$ cat src/common/vcu_settings.svh
// global sizes for the vector control unit; VLEN must be a power of two and at least 256
`ifndef VCU_SETTINGS_SVH
`define VCU_SETTINGS_SVH

// vector register length in bits
`define VCU_VLEN 4096

// lane count of the datapath
`define VCU_LANES 16

// number of write-port groups
`define VCU_WPORTS 4

// min cycles a port keeps its vd record after a start
`define VCU_DEP_DELAY 11

`endif

$ cat src/common/vcu_cfg_pkg.sv
// vtype layout follows the 32-bit vtype CSR; lmul code 4 is reserved and never yields a valid VLMAX
package vcu_cfg_pkg;
`include "vcu_settings.svh"

   typedef logic [2:0] sew_t;   // element width, 8 << sew bits
   typedef logic [2:0] lmul_t;  // 0..3 multiply, 5..7 fractional

   typedef struct packed {
      logic        vill;
      logic [22:0] rsvd;
      logic        vma;
      logic        vta;
      sew_t        sew;
      lmul_t       lmul;
   } vtype_t;

   localparam logic [31:0] VL_RESET = `VCU_VLEN / 32;

   // elements per register group
   function automatic logic [31:0] vlmax_f(lmul_t lmul, sew_t sew);
      logic [31:0] base;
      base = (`VCU_VLEN / 8) >> sew;
      if (lmul[2])
         return base >> (4'd8 - {1'b0, lmul});  // fractional group
      else
         return base << lmul;
   endfunction

endpackage

$ cat src/common/vcu_op_pkg.sv
// operation encodings shared by decode and issue; alu opcodes are local to this design
package vcu_op_pkg;
`include "vcu_settings.svh"

   // class as reported by the scalar scheduler
   typedef enum logic [2:0] {
      CLS_CONFIG = 3'd0,
      CLS_OPIVV  = 3'd1,
      CLS_OPIVX  = 3'd2,
      CLS_OPIVI  = 3'd3,
      CLS_OPMVV  = 3'd4,
      CLS_OPMVX  = 3'd5,
      CLS_LOAD   = 3'd6,
      CLS_STORE  = 3'd7
   } instr_class_e;

   typedef enum logic [2:0] {
      IT_NORMAL = 3'd0,
      IT_STORE  = 3'd2,
      IT_LOAD   = 3'd4
   } inst_type_e;

   typedef enum logic [1:0] {
      OP2_VECTOR = 2'd0,
      OP2_SCALAR = 2'd1,
      OP2_IMM    = 2'd2,
      OP2_NONE   = 2'd3
   } op2_sel_e;

   typedef enum logic [8:0] {
      ALU_NOP     = 9'd0,
      ALU_ADD     = 9'd1,
      ALU_SUB     = 9'd2,
      ALU_AND     = 9'd3,
      ALU_OR      = 9'd4,
      ALU_XOR     = 9'd5,
      ALU_SLL     = 9'd6,
      ALU_SRL     = 9'd7,
      ALU_SRA     = 9'd8,
      ALU_MUL     = 9'd9,
      ALU_MULH    = 9'd10,
      ALU_MUL_ADD = 9'd11
   } alu_op_e;

   typedef logic [4:0] vreg_t;
   typedef logic [`VCU_WPORTS-1:0] port_mask_t;  // one bit per write-port group

endpackage

$ cat src/common/decode_if.sv
// decoded instruction held by the decoder; fields are stable until the next acceptance
`timescale 1ns/1ps

interface decode_if;
   import vcu_op_pkg::*;

   inst_type_e  inst_type;
   op2_sel_e    op2_sel;
   alu_op_e     alu_op;
   vreg_t       vs1;
   vreg_t       vs2;
   vreg_t       vd;
   logic        reads_vs1;
   logic        reads_vs2;
   logic        reads_vd;
   logic        writes_vd;
   logic        vector_mask;
   logic [4:0]  imm;
   logic [31:0] x_data;

   modport src (output inst_type, op2_sel, alu_op, vs1, vs2, vd, reads_vs1, reads_vs2,
                reads_vd, writes_vd, vector_mask, imm, x_data);
   // hazard side only needs the register fields
   modport chk (input vs1, vs2, vd, reads_vs1, reads_vs2, reads_vd, writes_vd);
endinterface

$ cat src/config/vtype_config.sv
// immediate form takes lmul from bits {25,21:20} and sew from 24:22; lmul code 4 must not be written
`timescale 1ns/1ps

module vtype_config (
   input  logic               clk,
   input  logic               rstn,
   input  logic               cfg_write_i,
   input  logic [31:0]        instr_i,
   input  logic [31:0]        scalar_rs1_i,
   output vcu_cfg_pkg::sew_t  sew_o,
   output vcu_cfg_pkg::lmul_t lmul_o,
   output logic [31:0]        vl_o
);
   import vcu_cfg_pkg::*;

   vtype_t      vtype_q;
   vtype_t      vtype_next;
   logic [31:0] vl_q;
   logic [31:0] vl_next;

   always_comb
   begin
      vtype_next = '0;
      if (instr_i[31:30] == 2'b10)
         vtype_next = vtype_t'(scalar_rs1_i);  // vsetvl, vtype from rs1 value
      else
      begin
         vtype_next.lmul = {instr_i[25], instr_i[21:20]};
         vtype_next.sew  = instr_i[24:22];
         vtype_next.vta  = instr_i[26];
         vtype_next.vma  = instr_i[27];
      end
   end

   // rs1 field wins, then rd field asks for vlmax
   assign vl_next = (instr_i[19:15] != 5'd0) ? scalar_rs1_i :
                    (instr_i[11:7] != 5'd0)  ? vlmax_f(vtype_next.lmul, vtype_next.sew) :
                    vl_q;

   always_ff @(posedge clk)
   begin
      if (!rstn)
      begin
         vtype_q <= '{vill: 1'b0, rsvd: '0, vma: 1'b0, vta: 1'b0, sew: 3'd2, lmul: 3'd0};
         vl_q    <= VL_RESET;
      end
      else if (cfg_write_i)
      begin
         vtype_q <= vtype_next;
         vl_q    <= vl_next;
      end
   end

   assign sew_o  = vtype_q.sew;
   assign lmul_o = vtype_q.lmul;
   assign vl_o   = vl_q;

   a_lmul_legal: assert property (@(posedge clk) disable iff (!rstn)
      cfg_write_i |=> vtype_q.lmul != 3'd4);
endmodule

$ cat src/decode/instr_decoder.sv
// decodes only the reduced funct6 table; unlisted codes and non-arithmetic classes give nop
`timescale 1ns/1ps

module instr_decoder (
   input  logic                     clk,
   input  logic                     rstn,
   input  logic                     load_i,
   input  vcu_op_pkg::instr_class_e class_i,
   input  logic [31:0]              instr_i,
   input  logic [31:0]              scalar_rs1_i,
   decode_if.src                    dec
);
   import vcu_op_pkg::*;

   instr_class_e class_q;
   logic [31:0]  instr_q;
   logic [31:0]  rs1_q;
   logic [5:0]   funct6;
   logic         arith;

   // config class after reset means nothing is read or written
   always_ff @(posedge clk)
   begin
      if (!rstn)
         class_q <= CLS_CONFIG;
      else if (load_i)
         class_q <= class_i;
   end

   always_ff @(posedge clk)
   begin
      if (load_i)
      begin
         instr_q <= instr_i;
         rs1_q   <= scalar_rs1_i;
      end
   end

   assign funct6 = instr_q[31:26];
   assign arith  = class_q inside {CLS_OPIVV, CLS_OPIVX, CLS_OPIVI, CLS_OPMVV, CLS_OPMVX};

   always_comb
   begin
      dec.alu_op = ALU_NOP;
      case (class_q)
         CLS_OPIVV, CLS_OPIVX, CLS_OPIVI:
            case (funct6)
               6'b000000: dec.alu_op = ALU_ADD;
               6'b000010: dec.alu_op = ALU_SUB;
               6'b001001: dec.alu_op = ALU_AND;
               6'b001010: dec.alu_op = ALU_OR;
               6'b001011: dec.alu_op = ALU_XOR;
               6'b100101: dec.alu_op = ALU_SLL;
               6'b101000: dec.alu_op = ALU_SRL;
               6'b101001: dec.alu_op = ALU_SRA;
               default:   dec.alu_op = ALU_NOP;
            endcase
         CLS_OPMVV, CLS_OPMVX:
            case (funct6)
               6'b100101: dec.alu_op = ALU_MUL;
               6'b100111: dec.alu_op = ALU_MULH;
               6'b101101: dec.alu_op = ALU_MUL_ADD;  // vmacc
               default:   dec.alu_op = ALU_NOP;
            endcase
         default: dec.alu_op = ALU_NOP;
      endcase
   end

   always_comb
   begin
      case (class_q)
         CLS_OPIVV, CLS_OPMVV: dec.op2_sel = OP2_VECTOR;
         CLS_OPIVX, CLS_OPMVX: dec.op2_sel = OP2_SCALAR;
         CLS_OPIVI:            dec.op2_sel = OP2_IMM;
         default:              dec.op2_sel = OP2_NONE;
      endcase
   end

   assign dec.inst_type   = (class_q == CLS_LOAD)  ? IT_LOAD :
                            (class_q == CLS_STORE) ? IT_STORE : IT_NORMAL;
   assign dec.reads_vs1   = class_q inside {CLS_OPIVV, CLS_OPMVV};
   assign dec.reads_vs2   = arith;
   assign dec.reads_vd    = (class_q == CLS_STORE);  // store data lives in vd
   assign dec.writes_vd   = arith || (class_q == CLS_LOAD);
   assign dec.vs1         = instr_q[19:15];
   assign dec.vs2         = instr_q[24:20];
   assign dec.vd          = instr_q[11:7];
   assign dec.imm         = instr_q[19:15];
   assign dec.x_data      = rs1_q;
   assign dec.vector_mask = ~instr_q[25];
endmodule

$ cat src/issue/dep_timer.sv
// counters reload on start and stop at zero; a port is expired from reset on
`timescale 1ns/1ps
`include "vcu_settings.svh"

module dep_timer (
   input  logic                   clk,
   input  logic                   rstn,
   input  vcu_op_pkg::port_mask_t load_i,
   output vcu_op_pkg::port_mask_t expired_o
);
   localparam int CNT_W = $clog2(`VCU_DEP_DELAY + 1);

   logic [CNT_W-1:0] cnt_q [`VCU_WPORTS];

   always_ff @(posedge clk)
   begin
      for (int p = 0; p < `VCU_WPORTS; p++)
      begin
         if (!rstn)
            cnt_q[p] <= '0;
         else if (load_i[p])
            cnt_q[p] <= CNT_W'(`VCU_DEP_DELAY);
         else if (cnt_q[p] != '0)
            cnt_q[p] <= cnt_q[p] - 1'b1;
      end
   end

   always_comb
   begin
      for (int p = 0; p < `VCU_WPORTS; p++)
         expired_o[p] = (cnt_q[p] == '0);
   end
endmodule

$ cat src/issue/port_tracker.sv
// a port stays busy until done is seen and its dependency timer has run out
`timescale 1ns/1ps
`include "vcu_settings.svh"

module port_tracker (
   input  logic                   clk,
   input  logic                   rstn,
   decode_if.chk                  dec,
   input  vcu_op_pkg::port_mask_t start_i,
   input  vcu_op_pkg::port_mask_t port_done_i,
   output logic                   can_issue_o,
   output vcu_op_pkg::port_mask_t free_port_o
);
   import vcu_op_pkg::*;

   port_mask_t busy;
   port_mask_t done_seen;
   port_mask_t wr_rec;   // port writes its vd
   port_mask_t expired;
   port_mask_t hazard;
   port_mask_t avail;
   vreg_t      vd_rec [`VCU_WPORTS];

   dep_timer dep_timer_inst (
      .clk       (clk),
      .rstn      (rstn),
      .load_i    (start_i),
      .expired_o (expired)
   );

   always_ff @(posedge clk)
   begin
      if (!rstn)
      begin
         busy      <= '0;
         done_seen <= '0;
      end
      else
      begin
         for (int p = 0; p < `VCU_WPORTS; p++)
         begin
            if (start_i[p])
            begin
               busy[p]      <= 1'b1;
               done_seen[p] <= 1'b0;
            end
            else if (busy[p] && (done_seen[p] || port_done_i[p]) && expired[p])
            begin
               busy[p]      <= 1'b0;
               done_seen[p] <= 1'b0;
            end
            else if (busy[p] && port_done_i[p])
               done_seen[p] <= 1'b1;  // wait for the timer
         end
      end
   end

   always_ff @(posedge clk)
   begin
      for (int p = 0; p < `VCU_WPORTS; p++)
      begin
         if (start_i[p])
         begin
            vd_rec[p] <= dec.vd;
            wr_rec[p] <= dec.writes_vd;
         end
      end
   end

   always_comb
   begin
      for (int p = 0; p < `VCU_WPORTS; p++)
         hazard[p] = busy[p] && wr_rec[p] &&
                     ((dec.reads_vs1 && (vd_rec[p] == dec.vs1)) ||
                      (dec.reads_vs2 && (vd_rec[p] == dec.vs2)) ||
                      (dec.reads_vd  && (vd_rec[p] == dec.vd)));
   end

   assign avail       = ~busy;
   assign free_port_o = avail & (~avail + 1'b1);  // lowest free port
   assign can_issue_o = (hazard == '0) && (avail != '0);

   a_start_free: assert property (@(posedge clk) disable iff (!rstn) (start_i & busy) == '0);
endmodule

$ cat src/issue/issue_fsm.sv
// config completes at acceptance; any other class holds ready low until its start pulse
`timescale 1ns/1ps

module issue_fsm (
   input  logic                     clk,
   input  logic                     rstn,
   input  logic                     instr_valid_i,
   input  vcu_op_pkg::instr_class_e class_i,
   input  logic                     can_issue_i,
   input  vcu_op_pkg::port_mask_t   free_port_i,
   output logic                     instr_ready_o,
   output logic                     cfg_write_o,
   output logic                     load_o,
   output vcu_op_pkg::port_mask_t   start_o
);
   import vcu_op_pkg::*;

   typedef enum logic {IDLE, PENDING} state_t;

   state_t state_q;
   logic   issue;
   logic   accept;

   assign issue         = (state_q == PENDING) && can_issue_i;
   assign instr_ready_o = (state_q == IDLE) || issue;  // next instr may land on the start edge
   assign accept        = instr_valid_i && instr_ready_o;
   assign cfg_write_o   = accept && (class_i == CLS_CONFIG);
   assign load_o        = accept && (class_i != CLS_CONFIG);
   assign start_o       = issue ? free_port_i : port_mask_t'('0);

   always_ff @(posedge clk)
   begin
      if (!rstn)
         state_q <= IDLE;
      else if (load_o)
         state_q <= PENDING;
      else if (issue)
         state_q <= IDLE;
   end

   a_start_onehot: assert property (@(posedge clk) disable iff (!rstn) $onehot0(start_o));
endmodule

$ cat src/source/vector_cu.sv
// one instruction in flight upstream; lane outputs are valid only while start_o is nonzero
`timescale 1ns/1ps

module vector_cu (
   input  logic                      clk,
   input  logic                      rstn,
   input  logic                      instr_valid_i,
   input  vcu_op_pkg::instr_class_e  instr_class_i,
   input  logic [31:0]               instr_i,
   input  logic [31:0]               scalar_rs1_i,
   input  vcu_op_pkg::port_mask_t    port_done_i,
   output logic                      instr_ready_o,
   output vcu_cfg_pkg::sew_t         sew_o,
   output vcu_cfg_pkg::lmul_t        lmul_o,
   output logic [31:0]               vl_o,
   output vcu_op_pkg::port_mask_t    start_o,
   output vcu_op_pkg::inst_type_e    inst_type_o,
   output vcu_op_pkg::op2_sel_e      op2_sel_o,
   output vcu_op_pkg::alu_op_e       alu_opmode_o,
   output logic [31:0]               alu_x_data_o,
   output logic [4:0]                alu_imm_o,
   output vcu_op_pkg::vreg_t         vd_o,
   output logic                      vector_mask_o
);
   import vcu_op_pkg::*;

   logic       cfg_write;
   logic       load;
   logic       can_issue;
   port_mask_t free_port;

   decode_if dec_if ();

   vtype_config vtype_config_inst (
      .clk          (clk),
      .rstn         (rstn),
      .cfg_write_i  (cfg_write),
      .instr_i      (instr_i),
      .scalar_rs1_i (scalar_rs1_i),
      .sew_o        (sew_o),
      .lmul_o       (lmul_o),
      .vl_o         (vl_o)
   );

   instr_decoder instr_decoder_inst (
      .clk          (clk),
      .rstn         (rstn),
      .load_i       (load),
      .class_i      (instr_class_i),
      .instr_i      (instr_i),
      .scalar_rs1_i (scalar_rs1_i),
      .dec          (dec_if.src)
   );

   issue_fsm issue_fsm_inst (
      .clk           (clk),
      .rstn          (rstn),
      .instr_valid_i (instr_valid_i),
      .class_i       (instr_class_i),
      .can_issue_i   (can_issue),
      .free_port_i   (free_port),
      .instr_ready_o (instr_ready_o),
      .cfg_write_o   (cfg_write),
      .load_o        (load),
      .start_o       (start_o)
   );

   port_tracker port_tracker_inst (
      .clk         (clk),
      .rstn        (rstn),
      .dec         (dec_if.chk),
      .start_i     (start_o),
      .port_done_i (port_done_i),
      .can_issue_o (can_issue),
      .free_port_o (free_port)
   );

   // lane-side view of the held instruction
   assign inst_type_o   = dec_if.inst_type;
   assign op2_sel_o     = dec_if.op2_sel;
   assign alu_opmode_o  = dec_if.alu_op;
   assign alu_x_data_o  = dec_if.x_data;
   assign alu_imm_o     = dec_if.imm;
   assign vd_o          = dec_if.vd;
   assign vector_mask_o = dec_if.vector_mask;
endmodule

$ cat config.mk
export PLATFORM = sky130hd
export DESIGN_NAME = vector_cu
export DESIGN_NICKNAME = d
export VERILOG_FILES = /design/src/common/vcu_cfg_pkg.sv /design/src/common/vcu_op_pkg.sv /design/src/common/decode_if.sv /design/src/config/vtype_config.sv /design/src/decode/instr_decoder.sv /design/src/issue/dep_timer.sv /design/src/issue/port_tracker.sv /design/src/issue/issue_fsm.sv /design/src/source/vector_cu.sv
export VERILOG_INCLUDE_DIRS = /design/src /design/src/common
export SDC_FILE = /design/constraint.sdc
export NUM_CORES = 1
export LEC_CHECK = 0
export BUFFER_PORTS_ARGS = -buffer_cell sky130_fd_sc_hd__clkbuf_2
export CAP_MARGIN = 15
export CORE_ASPECT_RATIO = 1.75
export CORE_UTILIZATION = 54
export CTS_BUF_LIST = sky130_fd_sc_hd__clkbuf_8 sky130_fd_sc_hd__clkbuf_16
export DETAILED_ROUTE_END_ITERATION = 8
export HOLD_SLACK_MARGIN = 0.08
export PLACE_DENSITY = 0.79
export REMOVE_ABC_BUFFERS = 1
export SYNTH_ARGS = -nofsm -noshare
export SYNTH_HDL_FRONTEND = slang
export SYNTH_SLANG_ARGS = --single-unit
$ cat constraint.sdc
create_clock -name clk -period 6.49 [get_ports clk]
set_input_delay 0.3245 -clock clk [delete_from_list [all_inputs] [get_ports clk]]
set_output_delay 0.3245 -clock clk [all_outputs]
set_load 0.02 [all_outputs]
Yosys cells after proc, flatten, opt, wreduce, memory -nomap -nowiden:

Memory sizes are Yosys's and may differ from the RTL's.
Cells that the tools add are included.

* add/subtract/negate cells: 6
* $mul: 0
* div/mod/pow operators: 0
* magnitude comparators: 0
* equal/unequal tests: 29
* shifts and indexed selects: 3
* muxes and demuxes: 71
* bitwise logic cells: 14
* reduce and logical (&&, ||, !) cells: 86

Operators with widths (number)
* $mux W32: 3
* $eq A5 B5 Y1: 12
* $mux W1: 46
* $logic_and A1 B1 Y1: 37
* $mux W4: 9
* $pmux W4 S8: 1
* $shl A32 B3 Y32: 1
* $shr A10 B3 Y32 const A: 1
* $shr A32 B4 Y32: 1
* $eq A6 B6 Y1 const B: 5
* $logic_not A4 Y1: 5
* $reduce_bool A4 Y1: 5
* $eq A6 B4 Y1 const B: 3
* $pmux W9 S2: 1
* $sub A4 B1 Y4 const B: 4
* $mux W5: 3
* $reduce_bool A5 Y1: 3
* $reduce_or A3 Y1: 5
* $reduce_or A5 Y1: 3
* $logic_or A1 B1 Y1: 14
* $reduce_bool A2 Y1: 7
* $eq A3 B3 Y1 const B: 4
* $pmux W4 S3: 1
* $mux W2: 4
* 18 further kinds: 31

* register bits after elaboration: 118
* bits in latches: 0
* RAM bits: 36
* ROM bits: 0
* input port bits: 74
* output and inout bits: 100
* memories: 2

Memory list
* port_tracker_inst.vd_rec: depth 4, width 5, read ports 4, clocked after Yosys merged registers in 0, wr ports 1, line port_tracker.sv:22 `` vreg_t vd_rec [`VCU_WPORTS]; ``
* port_tracker_inst.dep_timer_inst.cnt_q: depth 4, width 4, read ports 4, clocked after Yosys merged registers in 0, wr ports 4, line dep_timer.sv:13 `` logic [CNT_W-1:0] cnt_q [`VCU_WPORTS]; ``

Logic depth before layout (Yosys ltp):

* depth in word-level cells: 16
* mapped depth: 12
* depth with buffers taken out: 10

By module:

A second synthesis with hierarchy kept.

* cell total of the unflattened synthesis: 693
* area, all modules: 7508.5 um^2

Modules (own cells, without submodules)
* vtype_config: instances 1, cells each 308, area an instance 2483.6 um^2
* instr_decoder: instances 1, cells each 137, area an instance 2214.6 um^2
* port_tracker: instances 1, cells each 153, area an instance 1759.2 um^2
* dep_timer: instances 1, cells each 83, area an instance 944.7 um^2
* issue_fsm: instances 1, cells each 12, area an instance 106.4 um^2

Worst setup path after synthesis:

Ideal clock, no wire load.

* kind: register to register
* start: reg instr_decoder_inst.instr_q[10]
* end: reg instr_decoder_inst.class_q[0]
* library setup time: 0.271 ns
* arrival time: 4.614 ns
* slack: 1.605 ns
* stages on the path, launching flop included: 9
* path buffers: 1
* period minus slack after synthesis: 4.885 ns
* cells stage by stage: edfxtp_1 xor2_1 nor4_1 nand3_1 a31oi_1 or4_1 clkbuf_1 a21oi_1 o21ai_0

* cells in the longest elaborated chain, start to end: 10
* elaborated cells on any way between the ends: 22

Ends and longest elaborated chain
* from (decl): line instr_decoder.sv:16 `logic [31:0] instr_q;`
* from (signal assigned): line instr_decoder.sv:34 `instr_q <= instr_i;`
* $eq A5 B5 Y1: line port_tracker.sv:76 `(dec.reads_vd && (vd_rec[p] == dec.vd)));`
* $logic_and A1 B1 Y1: line port_tracker.sv:76
* $logic_or A1 B1 Y1: line port_tracker.sv:75 `(dec.reads_vs2 && (vd_rec[p] == dec.vs2)) ||`
* $logic_and A1 B1 Y1: line port_tracker.sv:73 `hazard[p] = busy[p] && wr_rec[p] &&`
* $logic_not A4 Y1 *: line port_tracker.sv:81 `assign can_issue_o = (hazard == '0) && (avail != '0);`
* $logic_and A1 B1 Y1 *: line port_tracker.sv:81
* $logic_and A1 B1 Y1 *: line issue_fsm.sv:24 `assign issue = (state_q == PENDING) && can_issue_i;`
* $logic_or A1 B1 Y1 *: line issue_fsm.sv:25 `assign instr_ready_o = (state_q == IDLE) || issue;`
* $logic_and A1 B1 Y1 *: line issue_fsm.sv:26 `assign accept = instr_valid_i && instr_ready_o;`
* $logic_and A1 B1 Y1 *: line issue_fsm.sv:28 `assign load_o = accept && (class_i != CLS_CONFIG);`
* named net instr_decoder_inst.load_i: line instr_decoder.sv:7 `input logic load_i,`
* to (signal assigned): line instr_decoder.sv:27 `class_q <= class_i;`
* to (decl): line instr_decoder.sv:15 `instr_class_e class_q;`

Mark *: on every way through the listed nets, which the timed path passes. The rest lies on a longest branch.
A chain may end at the register's enable or synchronous reset.

Final worst setup path:

* start: reg instr_decoder_inst.instr_q[10]
* end: out start_o[1]

* cells in the longest elaborated chain, start to end: 8
* elaborated cells on any way between the ends: 20

Ends and longest elaborated chain
* $eq A5 B5 Y1: line port_tracker.sv:76
* $logic_and A1 B1 Y1: line port_tracker.sv:76
* $logic_or A1 B1 Y1: line port_tracker.sv:75
* $logic_and A1 B1 Y1: line port_tracker.sv:73
* $logic_not A4 Y1 *: line port_tracker.sv:81
* $logic_and A1 B1 Y1 *: line port_tracker.sv:81
* $logic_and A1 B1 Y1 *: line issue_fsm.sv:24
* $mux W4 *: line issue_fsm.sv:29 `assign start_o = issue ? free_port_i : port_mask_t'('0);`
* to (decl): line vector_cu.sv:16 `output vcu_op_pkg::port_mask_t start_o,`

Mark *: on every way between the ends. The rest lies on a longest branch, timed or not.

==> summary.md <==
| Metric | Value |
|---|---|
| CP most frequent cell | or4_1 |
| Post-synth EDFFs | 94 |
| Distinct cell type count after synthesis | 60 |
| Share of cells above drive strength 1 | 25.7% |
| Antenna viol nets, final | 0 |
| Area Overhead vs Synth | 19.7% |
| Max Clk Rate | ~0.26 GHz |
| Final hold violations | 0 |
| VDD IR-drop max | 244 uV |
| Pin count of the biggest net entering global routing | 76 |
| H-tree depth | 4 |
| Crit path DAT | 3.57 ns |
| Met2 WL post-DR | 10400 um |
| Max FO, Critical Path | 9 |
| Nets | 899 |
| CTS buffer count | 17 |
| Critical-path cell list | xor2_1, nor4_1, nand3_1, a31oi_1, or4_1, or4_1, inv_1, clkbuf_2 |
| Root Buffer | clkbuf_16 |
| Final Skew | around 0.012 ns |
| First-pass GRT wire length | 29000 um |
| CP Capture Type | output pin |
| Grt ovf | 0 |
| Asr flop ratio synth | 0% |
| Initial core utilization | 55.6% |
| Outcome | finished clean |
| Critical Path RT | 6.17 ns |
| P per Cell Area | 298 mW/mm2 |
| Slowest stage cell, crit path | or4_1 |
| # setup viols final | 0 |
| Met1 wire length | 6570 um |
| Via Count | around 6000 |
| Synth area leaders | edfxtp_1 39%, dfxtp_1 14%, xor2_1 5.2%, mux2i_1 4.7%, xnor2_1 3.0% |
| Hold Path Class | input port to register |
| PostCTS Resize Cnt | 0 |
| Post-CTS setup buffers | 0 |
| Drt initial violations | 277 |
| Slew @ Worst Pin | 0.942 ns |
| Overall routed net length | between 15000 and 20000 um |
| WS Path Type | register to output pin |
| Post-route setup TNS | 0 ns |
| Via/cell ratio | between 5 and 6 |
| Slew HR | 35.4% |
| Slew Viols, Final | 0 |
| Max Cap Viol | 0 |
| Clock transition at the registers of the reported paths | 0.06 ns |
| Worst skew pair latency | 0.41 ns |
| Post-synthesis area per instance | around 11 um2 |
| Post-Syn Area | 0.00723 mm2 |
| Sink Count | 144 |
| Sequential fraction of the synthesis area | 52.9% |
| Highest metal used | met4 |
| Setup ws final | about 2.6 ns |
| Syn Inst Count | 686 |
| GP Congestion | ~0.9 |
| Fin area | 0.00865 mm2 |
| TritonCTS clock tree | built |
| DP Worst Slack | 3.09 ns |
| Top FF cell, synth | edfxtp_1 |
| Die Span Y | roughly 160 um |
| Row Count | 55 |
| Startpoint Class | register |
| Antenna violations before repair | 0 |
| # port buffers | between 150 and 200 |
| Die X | 89.5 um |
| RSZ-0062 raised after global routing | false |
| Leak | between 3 and 4 nW |
| DR DRC count | 0 |
| Met3 WL | roughly 1100 um |
| Placed wire-length estimate | 13700 um |
| Area of placed instances | between 0.008 and 0.009 mm2 |
| Total track usage | 27.9% |
| Ys Warns | 0 |
| DIE AREA | 0.0139 mm2 |
| Minimum period implied by the final worst setup slack | 3.89 ns |
| Vias in the first global route | between 5000 and 6000 |
| CP peak stage delay | 0.73 ns |
| Antenna diodes | 0 |
| Period utilization | 60.0% |
| Ports | 174 |
| Clock Path Buffers | 2 |
| Post-synth top area share | 39.1% |
| Core area | 0.0130 mm2 |
| Leading area contributor after synthesis | edfxtp_1 |
| Seq cells post-synth | 144 |
| DR WL/cell | 18.7 um |
| DRT Pass-1 Iters | 5 |
==> where the power goes <==
group / switching (W) / internal (W) / total (W)
Clock: 0.000384 / 0.000590 / 0.000974
Sequential: 0.0000607 / 0.00108 / 0.00114
Combinational: 0.000277 / 0.000183 / 0.000460
Total: 0.000722 / 0.00185 / 0.00258
==> final cells by class <==
type | instances | area [um2]
Multi-Input combinational cell | 467 | 3060
Sequential cell | 144 | 3820
Fill cell | 1002 | 4350
Clock buffer | 21 | 492
Timing Repair Buffer | 166 | 858
Clock inverter | 11 | 118
Inverter | 24 | 90.1
Tap cell | 171 | 214
==> logic make-up after synthesis <==
family / synth area share (%)
simple gates: 16.2
flops: 52.9
compound gates: 11.0
buf+inv: 5.38
xor+xnor: 8.24
mux: 5.33
fa+ha+maj: 0.866
other cells: 0.0519
==> synth_stat cells, drive strengths merged (23+ instances only) <==
cell type and count:
nand2 58, a21oi 40, nand3 39, xor2 43, buf 29, clkbuf 27
o21ai 23, edfxtp 94, dfxtp 50, mux2i 34, xnor2 25, nor3 28
==> per-layer routing <==
metal	track usage (%)	up-vias
met5	0	-
met4	15.1	0
met3	6.31	50
met2	52.6	253
met1	26.7	2818
li1	-	2765
==> what timing repair did <==
item                                    CTS  global route
endpoints found under the hold margin     2             0
endpoints found under the setup margin    0             0
hold buffers                              2             0
==> final timing paths <==
path	startpoint	end	slack, ns	cells past startpoint
max	instr_decoder_inst.instr_q[10]	start_o[1]	2.60	8
min	instr_i[28]	instr_decoder_inst.instr_q[28]	0.1	1
max reg2reg	instr_decoder_inst.instr_q[10]	port_tracker_inst.wr_rec[1]	3.24	7
min reg2reg	vtype_config_inst.vl_o[31]	vtype_config_inst.vl_o[31]	0.46	2
==> state kept, by name (all words and copies together), names as in the netlist <==
register,cells
instr_decoder_inst.instr_q,22
instr_decoder_inst.class_q,3
port_tracker_inst.done_seen,4
vtype_config_inst.vl_o,32
port_tracker_inst.busy,4
vtype_config_inst.sew_o,3
issue_fsm_inst.state_q,1
port_tracker_inst.vd_rec,20
port_tracker_inst.dep_timer_inst.cnt_q,16
instr_decoder_inst.dec.x_data,32
vtype_config_inst.lmul_o,3
port_tracker_inst.wr_rec,4
==> cell usage in the layout, fill, tap and decap left out, drive strengths merged, types with 3 or more instances in the layout <==
cell type and count:
clkbuf 178, edfxtp 94, nand2 58, dfxtp 50, xor2 43, a21oi 40
nand3 39, mux2i 34, nor3 28, inv 26, xnor2 25, o21ai 23
nor2 20, and3 16, a31oi 15, nand4 13, or2 8, o211ai 8
nor4 8, clkinv 8, nand2b 7, buf 7, conb 6, or4 5
nor3b 5, ha 5, nand3b 4, mux2 4, or3 4, and2 4
o41ai 4, a21o 3, a22oi 3, a211oi 3, nor2b 3, o32ai 3
o21a 3
==> worst max-delay path: cells and delay by family, from the launching register on <==
kind	cells	cell delay (ns)
AOI/OAI and AO/OA	1	0.24
buffers and inverters	2	0.58
and+or+nand+nor	4	1.50
DFF	1	0.60
xor gates and xnor gates	1	0.24
==> stage by stage <==
stage                     hold slack, ns  utilization, %  cells  total power, W
after floorplan                    0.401               -    635         0.00146
after global placement             0.445            61.7    970         0.00158
after detailed placement           0.458            61.7    970         0.00162
after CTS                         0.0880            66.5   1004         0.00259
after global routing              0.0874            66.5   1004         0.00269
final                             0.0981            66.5   1004         0.00258
(Power assumes the default switching activity.)
